## src/source/cpuPkg.sv

```systemverilog
package cpuPkg;

	localparam int WordWidth = 32;
	localparam int RegIdxWidth = 4;

	typedef logic [WordWidth-1:0] word_t;
	typedef logic [RegIdxWidth-1:0] regIdx_t;

	typedef enum logic [4:0] {
		OpLd = 5'd0,
		OpLdi = 5'd1,
		OpSt = 5'd2,
		OpAdd = 5'd3,
		OpSub = 5'd4,
		OpShr = 5'd5,
		OpShl = 5'd6,
		OpAnd = 5'd9,
		OpOr = 5'd10,
		OpAddi = 5'd11,
		OpAndi = 5'd12,
		OpOri = 5'd13,
		OpNeg = 5'd16,
		OpNot = 5'd17,
		OpBr = 5'd18,
		OpIn = 5'd21,
		OpOut = 5'd22,
		OpNop = 5'd25,
		OpHalt = 5'd26
	} opcode_t;

	typedef enum logic [2:0] {
		AluAdd,
		AluSub,
		AluNeg,
		AluAnd,
		AluOr,
		AluNot,
		AluShl,
		AluShr
	} aluOp_t;

	// instruction field positions
	localparam int OpLsb = 27;
	localparam int RaLsb = 23;
	localparam int RbLsb = 19;
	localparam int RcLsb = 15;
	localparam int ConstWidth = 19;
	localparam int CondLsb = 19;

	function automatic opcode_t getOp(word_t w);
		return opcode_t'(w[WordWidth-1:OpLsb]);
	endfunction

	function automatic regIdx_t getRa(word_t w);
		return w[RaLsb +: RegIdxWidth];
	endfunction

	function automatic regIdx_t getRb(word_t w);
		return w[RbLsb +: RegIdxWidth];
	endfunction

	function automatic regIdx_t getRc(word_t w);
		return w[RcLsb +: RegIdxWidth];
	endfunction

	// C sign-extended to a full word
	function automatic word_t getConst(word_t w);
		return {{(WordWidth-ConstWidth){w[ConstWidth-1]}}, w[ConstWidth-1:0]};
	endfunction

	function automatic logic [1:0] getCond(word_t w);
		return w[CondLsb +: 2];
	endfunction

endpackage
```

## src/source/ctrlBus.sv

```systemverilog
`timescale 1ns/1ns

interface ctrlBus;
	import cpuPkg::*;

	// register file access
	logic regIn;
	logic regOut;
	logic baOut;
	logic selA;
	logic selB;
	logic selC;

	// load enables
	logic pcIn;
	logic irIn;
	logic marIn;
	logic mdrIn;
	logic yIn;
	logic zIn;
	logic outPortIn;
	logic conIn;

	// bus sources
	logic pcOut;
	logic mdrOut;
	logic zOut;
	logic cOut;
	logic inPortOut;

	logic incPc;
	aluOp_t aluOp;
	logic memRead;
	logic memWrite;
	logic run;

	// status back to control
	word_t ir;
	logic conFlag;
	logic memDone;

	modport control (
		output regIn, regOut, baOut, selA, selB, selC,
		output pcIn, irIn, marIn, mdrIn, yIn, zIn, outPortIn, conIn,
		output pcOut, mdrOut, zOut, cOut, inPortOut,
		output incPc, aluOp, memRead, memWrite, run,
		input ir, conFlag, memDone
	);

	modport datapath (
		input regIn, regOut, baOut, selA, selB, selC,
		input pcIn, irIn, marIn, mdrIn, yIn, zIn, outPortIn, conIn,
		input pcOut, mdrOut, zOut, cOut, inPortOut,
		input incPc, aluOp, memRead, memWrite,
		output ir, conFlag, memDone
	);

endinterface

```

## src/source/cpuTop.sv

```systemverilog
`timescale 1ns/1ns

module cpuTop #(
	parameter cpuPkg::word_t ResetPc = '0
) (
	input logic Clock,
	input logic Reset,
	input cpuPkg::word_t inPort,
	input cpuPkg::word_t datI,
	input logic ack,
	output logic cyc,
	output logic stb,
	output logic we,
	output cpuPkg::word_t adr,
	output cpuPkg::word_t datO,
	output cpuPkg::word_t outPort,
	output logic outValid,
	output logic run
);

	ctrlBus bus ();

	controlUnit u_controlUnit (
		.Clock(Clock),
		.Reset(Reset),
		.bus(bus.control)
	);

	datapath #(
		.ResetPc(ResetPc)
	) u_datapath (
		.Clock(Clock),
		.Reset(Reset),
		.bus(bus.datapath),
		.inPort(inPort),
		.outPort(outPort),
		.outValid(outValid),
		.cyc(cyc),
		.stb(stb),
		.we(we),
		.adr(adr),
		.datO(datO),
		.datI(datI),
		.ack(ack)
	);

	// low once halt is reached
	assign run = bus.run;

endmodule

```

## src/source/datapath.sv

```systemverilog
`timescale 1ns/1ns

module datapath #(
	parameter cpuPkg::word_t ResetPc = '0
) (
	input logic Clock,
	input logic Reset,
	ctrlBus.datapath bus,
	input cpuPkg::word_t inPort,
	output cpuPkg::word_t outPort,
	output logic outValid,
	output logic cyc,
	output logic stb,
	output logic we,
	output cpuPkg::word_t adr,
	output cpuPkg::word_t datO,
	input cpuPkg::word_t datI,
	input logic ack
);
	import cpuPkg::*;

	word_t regFile [2**RegIdxWidth];
	word_t pc;
	word_t irReg;
	word_t mar;
	word_t mdr;
	word_t y;
	word_t z;
	logic conReg;

	word_t busValue;
	word_t regValue;
	word_t arithResult;
	word_t logicResult;
	word_t aluResult;
	regIdx_t regIdx;
	logic condMet;

	always_comb begin
		if (bus.selA) begin
			regIdx = getRa(irReg);
		end else if (bus.selB) begin
			regIdx = getRb(irReg);
		end else begin
			regIdx = getRc(irReg);
		end
	end

	assign regValue = (bus.baOut && regIdx == '0) ? '0 : regFile[regIdx];

	// the single internal bus
	always_comb begin
		if (bus.regOut || bus.baOut) begin
			busValue = regValue;
		end else if (bus.pcOut) begin
			busValue = pc;
		end else if (bus.mdrOut) begin
			busValue = mdr;
		end else if (bus.zOut) begin
			busValue = z;
		end else if (bus.cOut) begin
			busValue = getConst(irReg);
		end else if (bus.inPortOut) begin
			busValue = inPort;
		end else begin
			busValue = '0;
		end
	end

	arithUnit u_arithUnit (
		.a(y),
		.b(busValue),
		.op(bus.aluOp),
		.result(arithResult)
	);

	logicShiftUnit u_logicShiftUnit (
		.a(y),
		.b(busValue),
		.op(bus.aluOp),
		.result(logicResult)
	);

	assign aluResult = (bus.aluOp inside {AluAdd, AluSub, AluNeg}) ? arithResult : logicResult;

	// R[ra] is on the bus when conIn is set
	always_comb begin
		case (getCond(irReg))
			2'd0: condMet = (busValue == '0);
			2'd1: condMet = (busValue != '0);
			2'd2: condMet = !busValue[WordWidth-1] && (busValue != '0);
			default: condMet = busValue[WordWidth-1];
		endcase
	end

	always_ff @(posedge Clock or posedge Reset) begin
		if (Reset) begin
			for (int i = 0; i < 2**RegIdxWidth; i++) begin
				regFile[i] <= '0;
			end
		end else if (bus.regIn) begin
			regFile[regIdx] <= busValue;
		end
	end

	always_ff @(posedge Clock or posedge Reset) begin
		if (Reset) begin
			pc <= ResetPc;
			irReg <= '0;
			mar <= '0;
			mdr <= '0;
			y <= '0;
			z <= '0;
			conReg <= 1'b0;
			outPort <= '0;
			outValid <= 1'b0;
		end else begin
			if (bus.incPc) begin
				pc <= pc + word_t'(1);
			end else if (bus.pcIn) begin
				pc <= busValue;
			end
			if (bus.irIn) begin
				irReg <= busValue;
			end
			if (bus.marIn) begin
				mar <= busValue;
			end
			// read data lands on ack
			if (bus.memRead && ack) begin
				mdr <= datI;
			end else if (bus.mdrIn) begin
				mdr <= busValue;
			end
			if (bus.yIn) begin
				y <= busValue;
			end
			if (bus.zIn) begin
				z <= aluResult;
			end
			if (bus.conIn) begin
				conReg <= condMet;
			end
			if (bus.outPortIn) begin
				outPort <= busValue;
			end
			outValid <= bus.outPortIn;
		end
	end

	// decode sees the word while IR is loading
	assign bus.ir = bus.irIn ? busValue : irReg;
	assign bus.conFlag = conReg;
	assign bus.memDone = ack;

	assign cyc = bus.memRead || bus.memWrite;
	assign stb = cyc;
	assign we = bus.memWrite;
	assign adr = bus.marIn ? busValue : mar;
	assign datO = mdr;

	assert property (@(posedge Clock) disable iff (Reset)
		$onehot0({bus.regOut, bus.baOut, bus.pcOut, bus.mdrOut, bus.zOut, bus.cOut,
			bus.inPortOut}))
		else $error("datapath: more than one bus source");

	// an open cycle keeps its request until ack
	assert property (@(posedge Clock) disable iff (Reset)
		cyc && !ack |=> cyc && we == $past(we) && adr == $past(adr))
		else $error("datapath: Wishbone request changed before ack");

endmodule

```

## src/source/controlUnit.sv

```systemverilog
`timescale 1ns/1ns

module controlUnit (
	input logic Clock,
	input logic Reset,
	ctrlBus.control bus
);
	import cpuPkg::*;

	typedef enum logic [4:0] {
		ResetState,
		Fetch0,
		Fetch1,
		Fetch2,
		ReadB,
		ReadC,
		ConstC,
		Unary,
		BaseB,
		AddrC,
		WriteZ,
		LdMem,
		LdWrite,
		StMdr,
		StMem,
		BrCon,
		BrPc,
		BrAdd,
		BrWrite,
		InExec,
		OutExec,
		NopExec,
		Halt
	} state_t;

	state_t state;
	state_t nextState;
	opcode_t op;

	// first execute state per opcode, Fetch0 for anything unknown
	function automatic state_t firstState(opcode_t code);
		case (code)
			OpAdd, OpSub, OpAnd, OpOr, OpShl, OpShr: return ReadB;
			OpAddi, OpAndi, OpOri: return ReadB;
			OpNeg, OpNot: return Unary;
			OpLd, OpLdi, OpSt: return BaseB;
			OpBr: return BrCon;
			OpIn: return InExec;
			OpOut: return OutExec;
			OpNop: return NopExec;
			OpHalt: return Halt;
			default: return Fetch0;
		endcase
	endfunction

	function automatic aluOp_t aluFor(opcode_t code);
		case (code)
			OpSub: return AluSub;
			OpNeg: return AluNeg;
			OpAnd, OpAndi: return AluAnd;
			OpOr, OpOri: return AluOr;
			OpNot: return AluNot;
			OpShl: return AluShl;
			OpShr: return AluShr;
			default: return AluAdd;
		endcase
	endfunction

	// ir is forwarded from the bus during fetch2
	assign op = getOp(bus.ir);

	always_ff @(posedge Clock or posedge Reset) begin
		if (Reset) begin
			state <= ResetState;
		end else begin
			state <= nextState;
		end
	end

	always_comb begin
		case (state)
			ResetState: nextState = Fetch0;
			Fetch0: nextState = Fetch1;
			Fetch1: nextState = bus.memDone ? Fetch2 : Fetch1;
			Fetch2: nextState = firstState(op);
			ReadB: nextState = (op inside {OpAddi, OpAndi, OpOri}) ? ConstC : ReadC;
			ReadC: nextState = WriteZ;
			ConstC: nextState = WriteZ;
			Unary: nextState = WriteZ;
			BaseB: nextState = AddrC;
			AddrC: begin
				if (op == OpLd) begin
					nextState = LdMem;
				end else if (op == OpSt) begin
					nextState = StMdr;
				end else begin
					nextState = WriteZ;
				end
			end
			LdMem: nextState = bus.memDone ? LdWrite : LdMem;
			StMdr: nextState = StMem;
			StMem: nextState = bus.memDone ? Fetch0 : StMem;
			BrCon: nextState = BrPc;
			BrPc: nextState = BrAdd;
			BrAdd: nextState = BrWrite;
			Halt: nextState = Halt;
			default: nextState = Fetch0;
		endcase
	end

	always_comb begin
		bus.regIn = 1'b0;
		bus.regOut = 1'b0;
		bus.baOut = 1'b0;
		bus.selA = 1'b0;
		bus.selB = 1'b0;
		bus.selC = 1'b0;
		bus.pcIn = 1'b0;
		bus.irIn = 1'b0;
		bus.marIn = 1'b0;
		bus.mdrIn = 1'b0;
		bus.yIn = 1'b0;
		bus.zIn = 1'b0;
		bus.outPortIn = 1'b0;
		bus.conIn = 1'b0;
		bus.pcOut = 1'b0;
		bus.mdrOut = 1'b0;
		bus.zOut = 1'b0;
		bus.cOut = 1'b0;
		bus.inPortOut = 1'b0;
		bus.incPc = 1'b0;
		bus.aluOp = aluFor(op);
		bus.memRead = 1'b0;
		bus.memWrite = 1'b0;
		bus.run = 1'b1;
		case (state)
			Fetch0: begin
				bus.pcOut = 1'b1;
				bus.marIn = 1'b1;
				bus.incPc = 1'b1;
			end
			Fetch1: bus.memRead = 1'b1;
			Fetch2: begin
				bus.mdrOut = 1'b1;
				bus.irIn = 1'b1;
			end
			ReadB: begin
				bus.selB = 1'b1;
				bus.regOut = 1'b1;
				bus.yIn = 1'b1;
			end
			ReadC: begin
				bus.selC = 1'b1;
				bus.regOut = 1'b1;
				bus.zIn = 1'b1;
			end
			ConstC: begin
				bus.cOut = 1'b1;
				bus.zIn = 1'b1;
			end
			Unary: begin
				bus.selB = 1'b1;
				bus.regOut = 1'b1;
				bus.zIn = 1'b1;
			end
			// R[rb] with register 0 read as zero
			BaseB: begin
				bus.selB = 1'b1;
				bus.baOut = 1'b1;
				bus.yIn = 1'b1;
			end
			AddrC: begin
				bus.cOut = 1'b1;
				bus.aluOp = AluAdd;
				bus.zIn = 1'b1;
			end
			WriteZ: begin
				bus.zOut = 1'b1;
				bus.selA = 1'b1;
				bus.regIn = 1'b1;
			end
			LdMem: begin
				bus.zOut = 1'b1;
				bus.marIn = 1'b1;
				bus.memRead = 1'b1;
			end
			LdWrite: begin
				bus.mdrOut = 1'b1;
				bus.selA = 1'b1;
				bus.regIn = 1'b1;
			end
			StMdr: begin
				bus.selA = 1'b1;
				bus.regOut = 1'b1;
				bus.mdrIn = 1'b1;
			end
			StMem: begin
				bus.zOut = 1'b1;
				bus.marIn = 1'b1;
				bus.memWrite = 1'b1;
			end
			BrCon: begin
				bus.selA = 1'b1;
				bus.regOut = 1'b1;
				bus.conIn = 1'b1;
			end
			BrPc: begin
				bus.pcOut = 1'b1;
				bus.yIn = 1'b1;
			end
			BrAdd: begin
				bus.cOut = 1'b1;
				bus.aluOp = AluAdd;
				bus.zIn = 1'b1;
			end
			// target only taken when the condition held
			BrWrite: begin
				bus.zOut = 1'b1;
				bus.pcIn = bus.conFlag;
			end
			InExec: begin
				bus.inPortOut = 1'b1;
				bus.selA = 1'b1;
				bus.regIn = 1'b1;
			end
			OutExec: begin
				bus.selA = 1'b1;
				bus.regOut = 1'b1;
				bus.outPortIn = 1'b1;
			end
			Halt: bus.run = 1'b0;
			default: ;
		endcase
	end

	assert property (@(posedge Clock) disable iff (Reset)
		!(bus.memRead && bus.memWrite))
		else $error("controlUnit: read and write requested together");

	// word decoded in fetch2 must be a real instruction
	assert property (@(posedge Clock) disable iff (Reset)
		state == Fetch2 |-> firstState(op) != Fetch0)
		else $error("controlUnit: unknown opcode %0d decoded", op);

endmodule

```

## src/source/logicShiftUnit.sv

```systemverilog
`timescale 1ns/1ns

module logicShiftUnit (
	input cpuPkg::word_t a,
	input cpuPkg::word_t b,
	input cpuPkg::aluOp_t op,
	output cpuPkg::word_t result
);
	import cpuPkg::*;

	logic [4:0] shamt;

	// only the low five bits count as a shift amount
	assign shamt = b[4:0];

	always_comb begin
		case (op)
			AluAnd: result = a & b;
			AluOr: result = a | b;
			AluNot: result = ~b;
			AluShl: result = a << shamt;
			AluShr: result = a >> shamt;
			default: result = '0;
		endcase
	end

endmodule

```

## src/source/arithUnit.sv

```systemverilog
`timescale 1ns/1ns

module arithUnit (
	input cpuPkg::word_t a,
	input cpuPkg::word_t b,
	input cpuPkg::aluOp_t op,
	output cpuPkg::word_t result
);
	import cpuPkg::*;

	// a is Y, b is the bus value
	always_comb begin
		case (op)
			AluAdd: result = a + b;
			AluSub: result = a - b;
			AluNeg: result = '0 - b;
			default: result = '0;
		endcase
	end

endmodule

```

## config.mk

```make
export PLATFORM = sky130hd
export DESIGN_NAME = cpuTop
export DESIGN_NICKNAME = d
export VERILOG_FILES = /design/src/source/cpuPkg.sv /design/src/source/ctrlBus.sv /design/src/source/cpuTop.sv /design/src/source/datapath.sv /design/src/source/controlUnit.sv /design/src/source/logicShiftUnit.sv /design/src/source/arithUnit.sv
export SDC_FILE = /design/constraint.sdc
export NUM_CORES = 2
export LEC_CHECK = 0
export BUFFER_PORTS_ARGS = -buffer_cell sky130_fd_sc_hd__buf_2
export CORE_AREA = 2 2 268 270
export CTS_BUF_LIST = sky130_fd_sc_hd__clkbuf_8
export CTS_CLUSTER_DIAMETER = 150
export CTS_CLUSTER_SIZE = 14
export DETAILED_ROUTE_END_ITERATION = 8
export DIE_AREA = 0 0 270 272
export PLACE_DENSITY = 0.77
export RECOVER_POWER = 100
export SLEW_MARGIN = 20
export SYNTH_ARGS = -nofsm -noshare
export SYNTH_HDL_FRONTEND = slang
export SYNTH_SLANG_ARGS = --single-unit
```

## constraint.sdc

```tcl
create_clock -name Clock -period 54.3 [get_ports Clock]
set_input_delay 10.86 -clock Clock [delete_from_list [all_inputs] [get_ports Clock]]
set_output_delay 10.86 -clock Clock [all_outputs]
set_load 0.01 [all_outputs]
```

==> results by group <==
Status
  • Run status: complete, but fails checks
  • Failing checks: max-capacitance violations, max-slew violations

Layout
  • Top library cells by usage in the layout, fill and taps aside: sky130_fd_sc_hd__dfrtp_1, sky130_fd_sc_hd__nand2_1, sky130_fd_sc_hd__o21ai_0, sky130_fd_sc_hd__nor2_1, sky130_fd_sc_hd__a21oi_1
  • Fraction of layout cells with a size suffix above 1: roughly 8.8%
  • Number of nets in the layout: approximately 5000
  • Area delta synth->final: 5.18%
  • Leading cell type in the layout, fill and taps excluded: sky130_fd_sc_hd__dfrtp_1

Synth
  • Sequential cell area fraction in the yosys report: 44.3%
  • Synthesis warning total: 0
  • Fraction of synthesized cell area in xor and xnor cells: 1.33%
  • Combinational family with the most area after synthesis: compound AO/OA/AOI/OAI gates
  • Adder-cell area share of the yosys netlist: under 10%
  • Distinct cells, synth: 101
  • Post-Syn Area: 42000 um2
  • Post-synth ARST share: 100%
  • Post-Syn Nets: 4905
  • Total of flip-flops plus latches after synthesis: about 740
  • Compound-cell area share of the yosys netlist: 23.5%
  • Flip-flop cell with the highest count after synthesis: sky130_fd_sc_hd__dfrtp_1
  • Share of cell area taken by muxes after synthesis: slightly above 7%
  • Per-instance average area after synthesis: 8.88 um2
  • Count of mapped cells out of synthesis: ~4700
  • Count of flip-flops with a built-in enable after synthesis: 0
  • Simple-gate area share of the yosys netlist: roughly 16%

Critical path
  • Reg2Reg Depth: 39
  • Worst path max stage delay: 2.05 ns
  • Number of stages on the worst setup path: 8
  • Class of the most critical setup path: in2out
  • Family of cells with the greatest summed delay on the critical path: compound AO/OA/AOI/OAI gates
  • CP arrival: 14.11 ns
  • Cell at the slowest stage of the critical path: sky130_fd_sc_hd__a31oi_1
  • Startpoint of the most critical register-to-register path: u_controlUnit.state[2]
  • Critical path capture point type: output port
  • Crit path max fanout: 27
  • Worst Path Buf+Inv: 2
  • Crit path launch: inPort[6]
  • Kind of start point of the critical path: input port
  • Required time of the worst setup path: 43.44 ns
  • Critical path, cell by cell: buf_2 > a22oi_1 > nand3_1 > o21ai_0 > nand2_1 > a31oi_1 > a21oi_1 > clkbuf_1

Floorplanning
  • Die Area: 73400 um2
  • Std cell rows: 98
  • Num ports: 168
  • Die X-Extent: 270 um
  • Core Area: 70800 um2
  • Floorplan die height: 272 um
  • Starting density of the core: 59.4%

Clocking
  • Maximum buffer depth of the clock tree: 3
  • CTS tree: done
  • Root Driver: sky130_fd_sc_hd__clkbuf_8
  • Number of H-tree levels: 2
  • Clock latency reported for the late side of the worst-skew pair: between 0.8 and 0.9 ns
  • Setup bufs post-CTS: 0
  • Count of cells resized by post-cts repair: 0
  • CTS buffer count: 59
  • Clock transition at the registers of the reported paths: 0.09 ns
  • Cts-stage hold buffer count: 0
  • Clk sinks: 743

STA
  • Period minus WS final: 24.97 ns
  • Unrepaired setup endpoints after global routing: no
  • Final-report setup violation count: 0
  • Count of final max-slew check failures: 1989
  • Period utilization: roughly 46%
  • Worst-case clock skew: 0.0874 ns
  • Worst rel slew slack: -502%
  • Slew at the pin with the worst max-slew slack: between 9 and 10 ns
  • Number of endpoints with negative hold slack in the final report: 0
  • Aggregate negative setup slack: 0 ns
  • Max Clk Rate: 0.0400 GHz

Global routing
  • Tot GR Track Use: 45.1%
  • First-pass GRT wire length: 246000 um
  • Pin count of the biggest net entering global routing: about 180
  • Initial antenna violation count: 11
  • Grt total ovfl: 0
  • Vias in the first global route: 36900

Routing
  • Via density per instance: 6.97
  • Total length of routed wires: 168000 um
  • Remaining antenna violation count after routing: 0
  • Post-route DRC violation count: 0
  • Via count: approximately 39000
  • Post-DR wirelength/cell: slightly below 30 um
  • Detailed router's first-iteration violation count: 5480
  • First-pass iteration count of the detailed router: 7

Min path
  • Hold-critical path depth: 2
  • Min-Delay Path Class: reg2reg
  • Launch point of the worst hold path: u_datapath.regFile[394]

Place
  • Final Wtd Congestion: 1.10
  • HPWL after detailed placement: 114000 um
  • Port-buffer cells: 167

Run
  • Max cap viols: 44
[synthesized netlist by cell type (72+ instances only)]
cell                       count  area (um2)
sky130_fd_sc_hd__a21oi_1     463        2320
sky130_fd_sc_hd__nand2_1     669        2510
sky130_fd_sc_hd__nand3_1     184         921
sky130_fd_sc_hd__ha_1        103        1290
sky130_fd_sc_hd__inv_1       106         398
sky130_fd_sc_hd__o211ai_1     94         706
sky130_fd_sc_hd__mux4_2       95        2140
sky130_fd_sc_hd__nor2_1      474        1780
sky130_fd_sc_hd__o21ai_0     509        2550
sky130_fd_sc_hd__a22oi_1      72         541
sky130_fd_sc_hd__clkbuf_1    279        1050
sky130_fd_sc_hd__dfrtp_1     743       18600
[flip-flops by register name, summed over array words and instances (netlist names)]
name	flops
u_controlUnit.state	5
u_datapath.bus.conFlag	1
u_datapath.datO	32
u_datapath.irReg	32
u_datapath.mar	32
u_datapath.outPort	32
u_datapath.outValid	1
u_datapath.pc	32
u_datapath.regFile	512
u_datapath.y	32
u_datapath.z	32
[metrics by stage]
stage | hold slack, ns | std cells | cell area, um2 | util (%) | worst slack (ns)
after global routing | 0.502 | 5658 | 44200 | 62.4 | 27.08
after global placement | 0.455 | 5592 | 43800 | 62.0 | 30.71
after floorplan | 0.444 | 4733 | 42000 | - | 22.59
after CTS | 0.485 | 5656 | 44700 | 63.2 | 30.50
final | 0.481 | 5660 | 44200 | 62.5 | 29.33
after detailed placement | 0.465 | 5592 | 43800 | 62.0 | 30.51
[cell type report]
type                            instances  area, um2
Fill cell                            6276      26600
Multi-Input combinational cell       3498      21600
Sequential cell                       743      18600
Timing Repair Buffer                  292       1480
Tap cell                              950       1190
Clock buffer                           59        812
Inverter                              110        414
Clock inverter                          5       82.6
Antenna cell                            3       7.51
[kinds of logic after synthesis]
group,Yosys count
AO/OA/AOI/OAI,1602
AND/OR/NAND/NOR,1554
flip-flops,743
buffers and inverters,492
multiplexers,173
adder cells (fa/ha/maj),105
XOR/XNOR,64
[worst paths after layout]
kind / slack [ns] / to
min in group asynchronous: 10.45 / u_datapath.regFile[233]
hold reg to reg: 0.48 / u_datapath.regFile[394]
hold / removal: 0.48 / u_datapath.regFile[394]
setup / recovery: 29.33 / adr[6]
setup reg to reg: 36.48 / u_datapath.z[30]
max in group asynchronous: 30.03 / u_datapath.regFile[465]
[layer usage]
layer	wire length [um]	vias to the layer above	GRT usage [%]
met5	34	-	0
met4	10500	6	23.1
met3	23200	594	15.0
met2	69800	2713	63.9
met1	64300	19200	62.0
li1	-	16900	-
[worst reg2reg max path, delay by kind of cell, from the launching register on]
kind,cells,cell delay [ns]
compound gates,17,4.47
xor+xnor,1,0.31
fa+ha+maj,2,0.72
buf+inv,8,8.37
flops,1,0.37
mux,1,0.26
simple gates,10,3.24
Power is left out: the tool's default activity adds up to more than one toggle a clock period on the data nets, which glitch-free logic cannot reach.
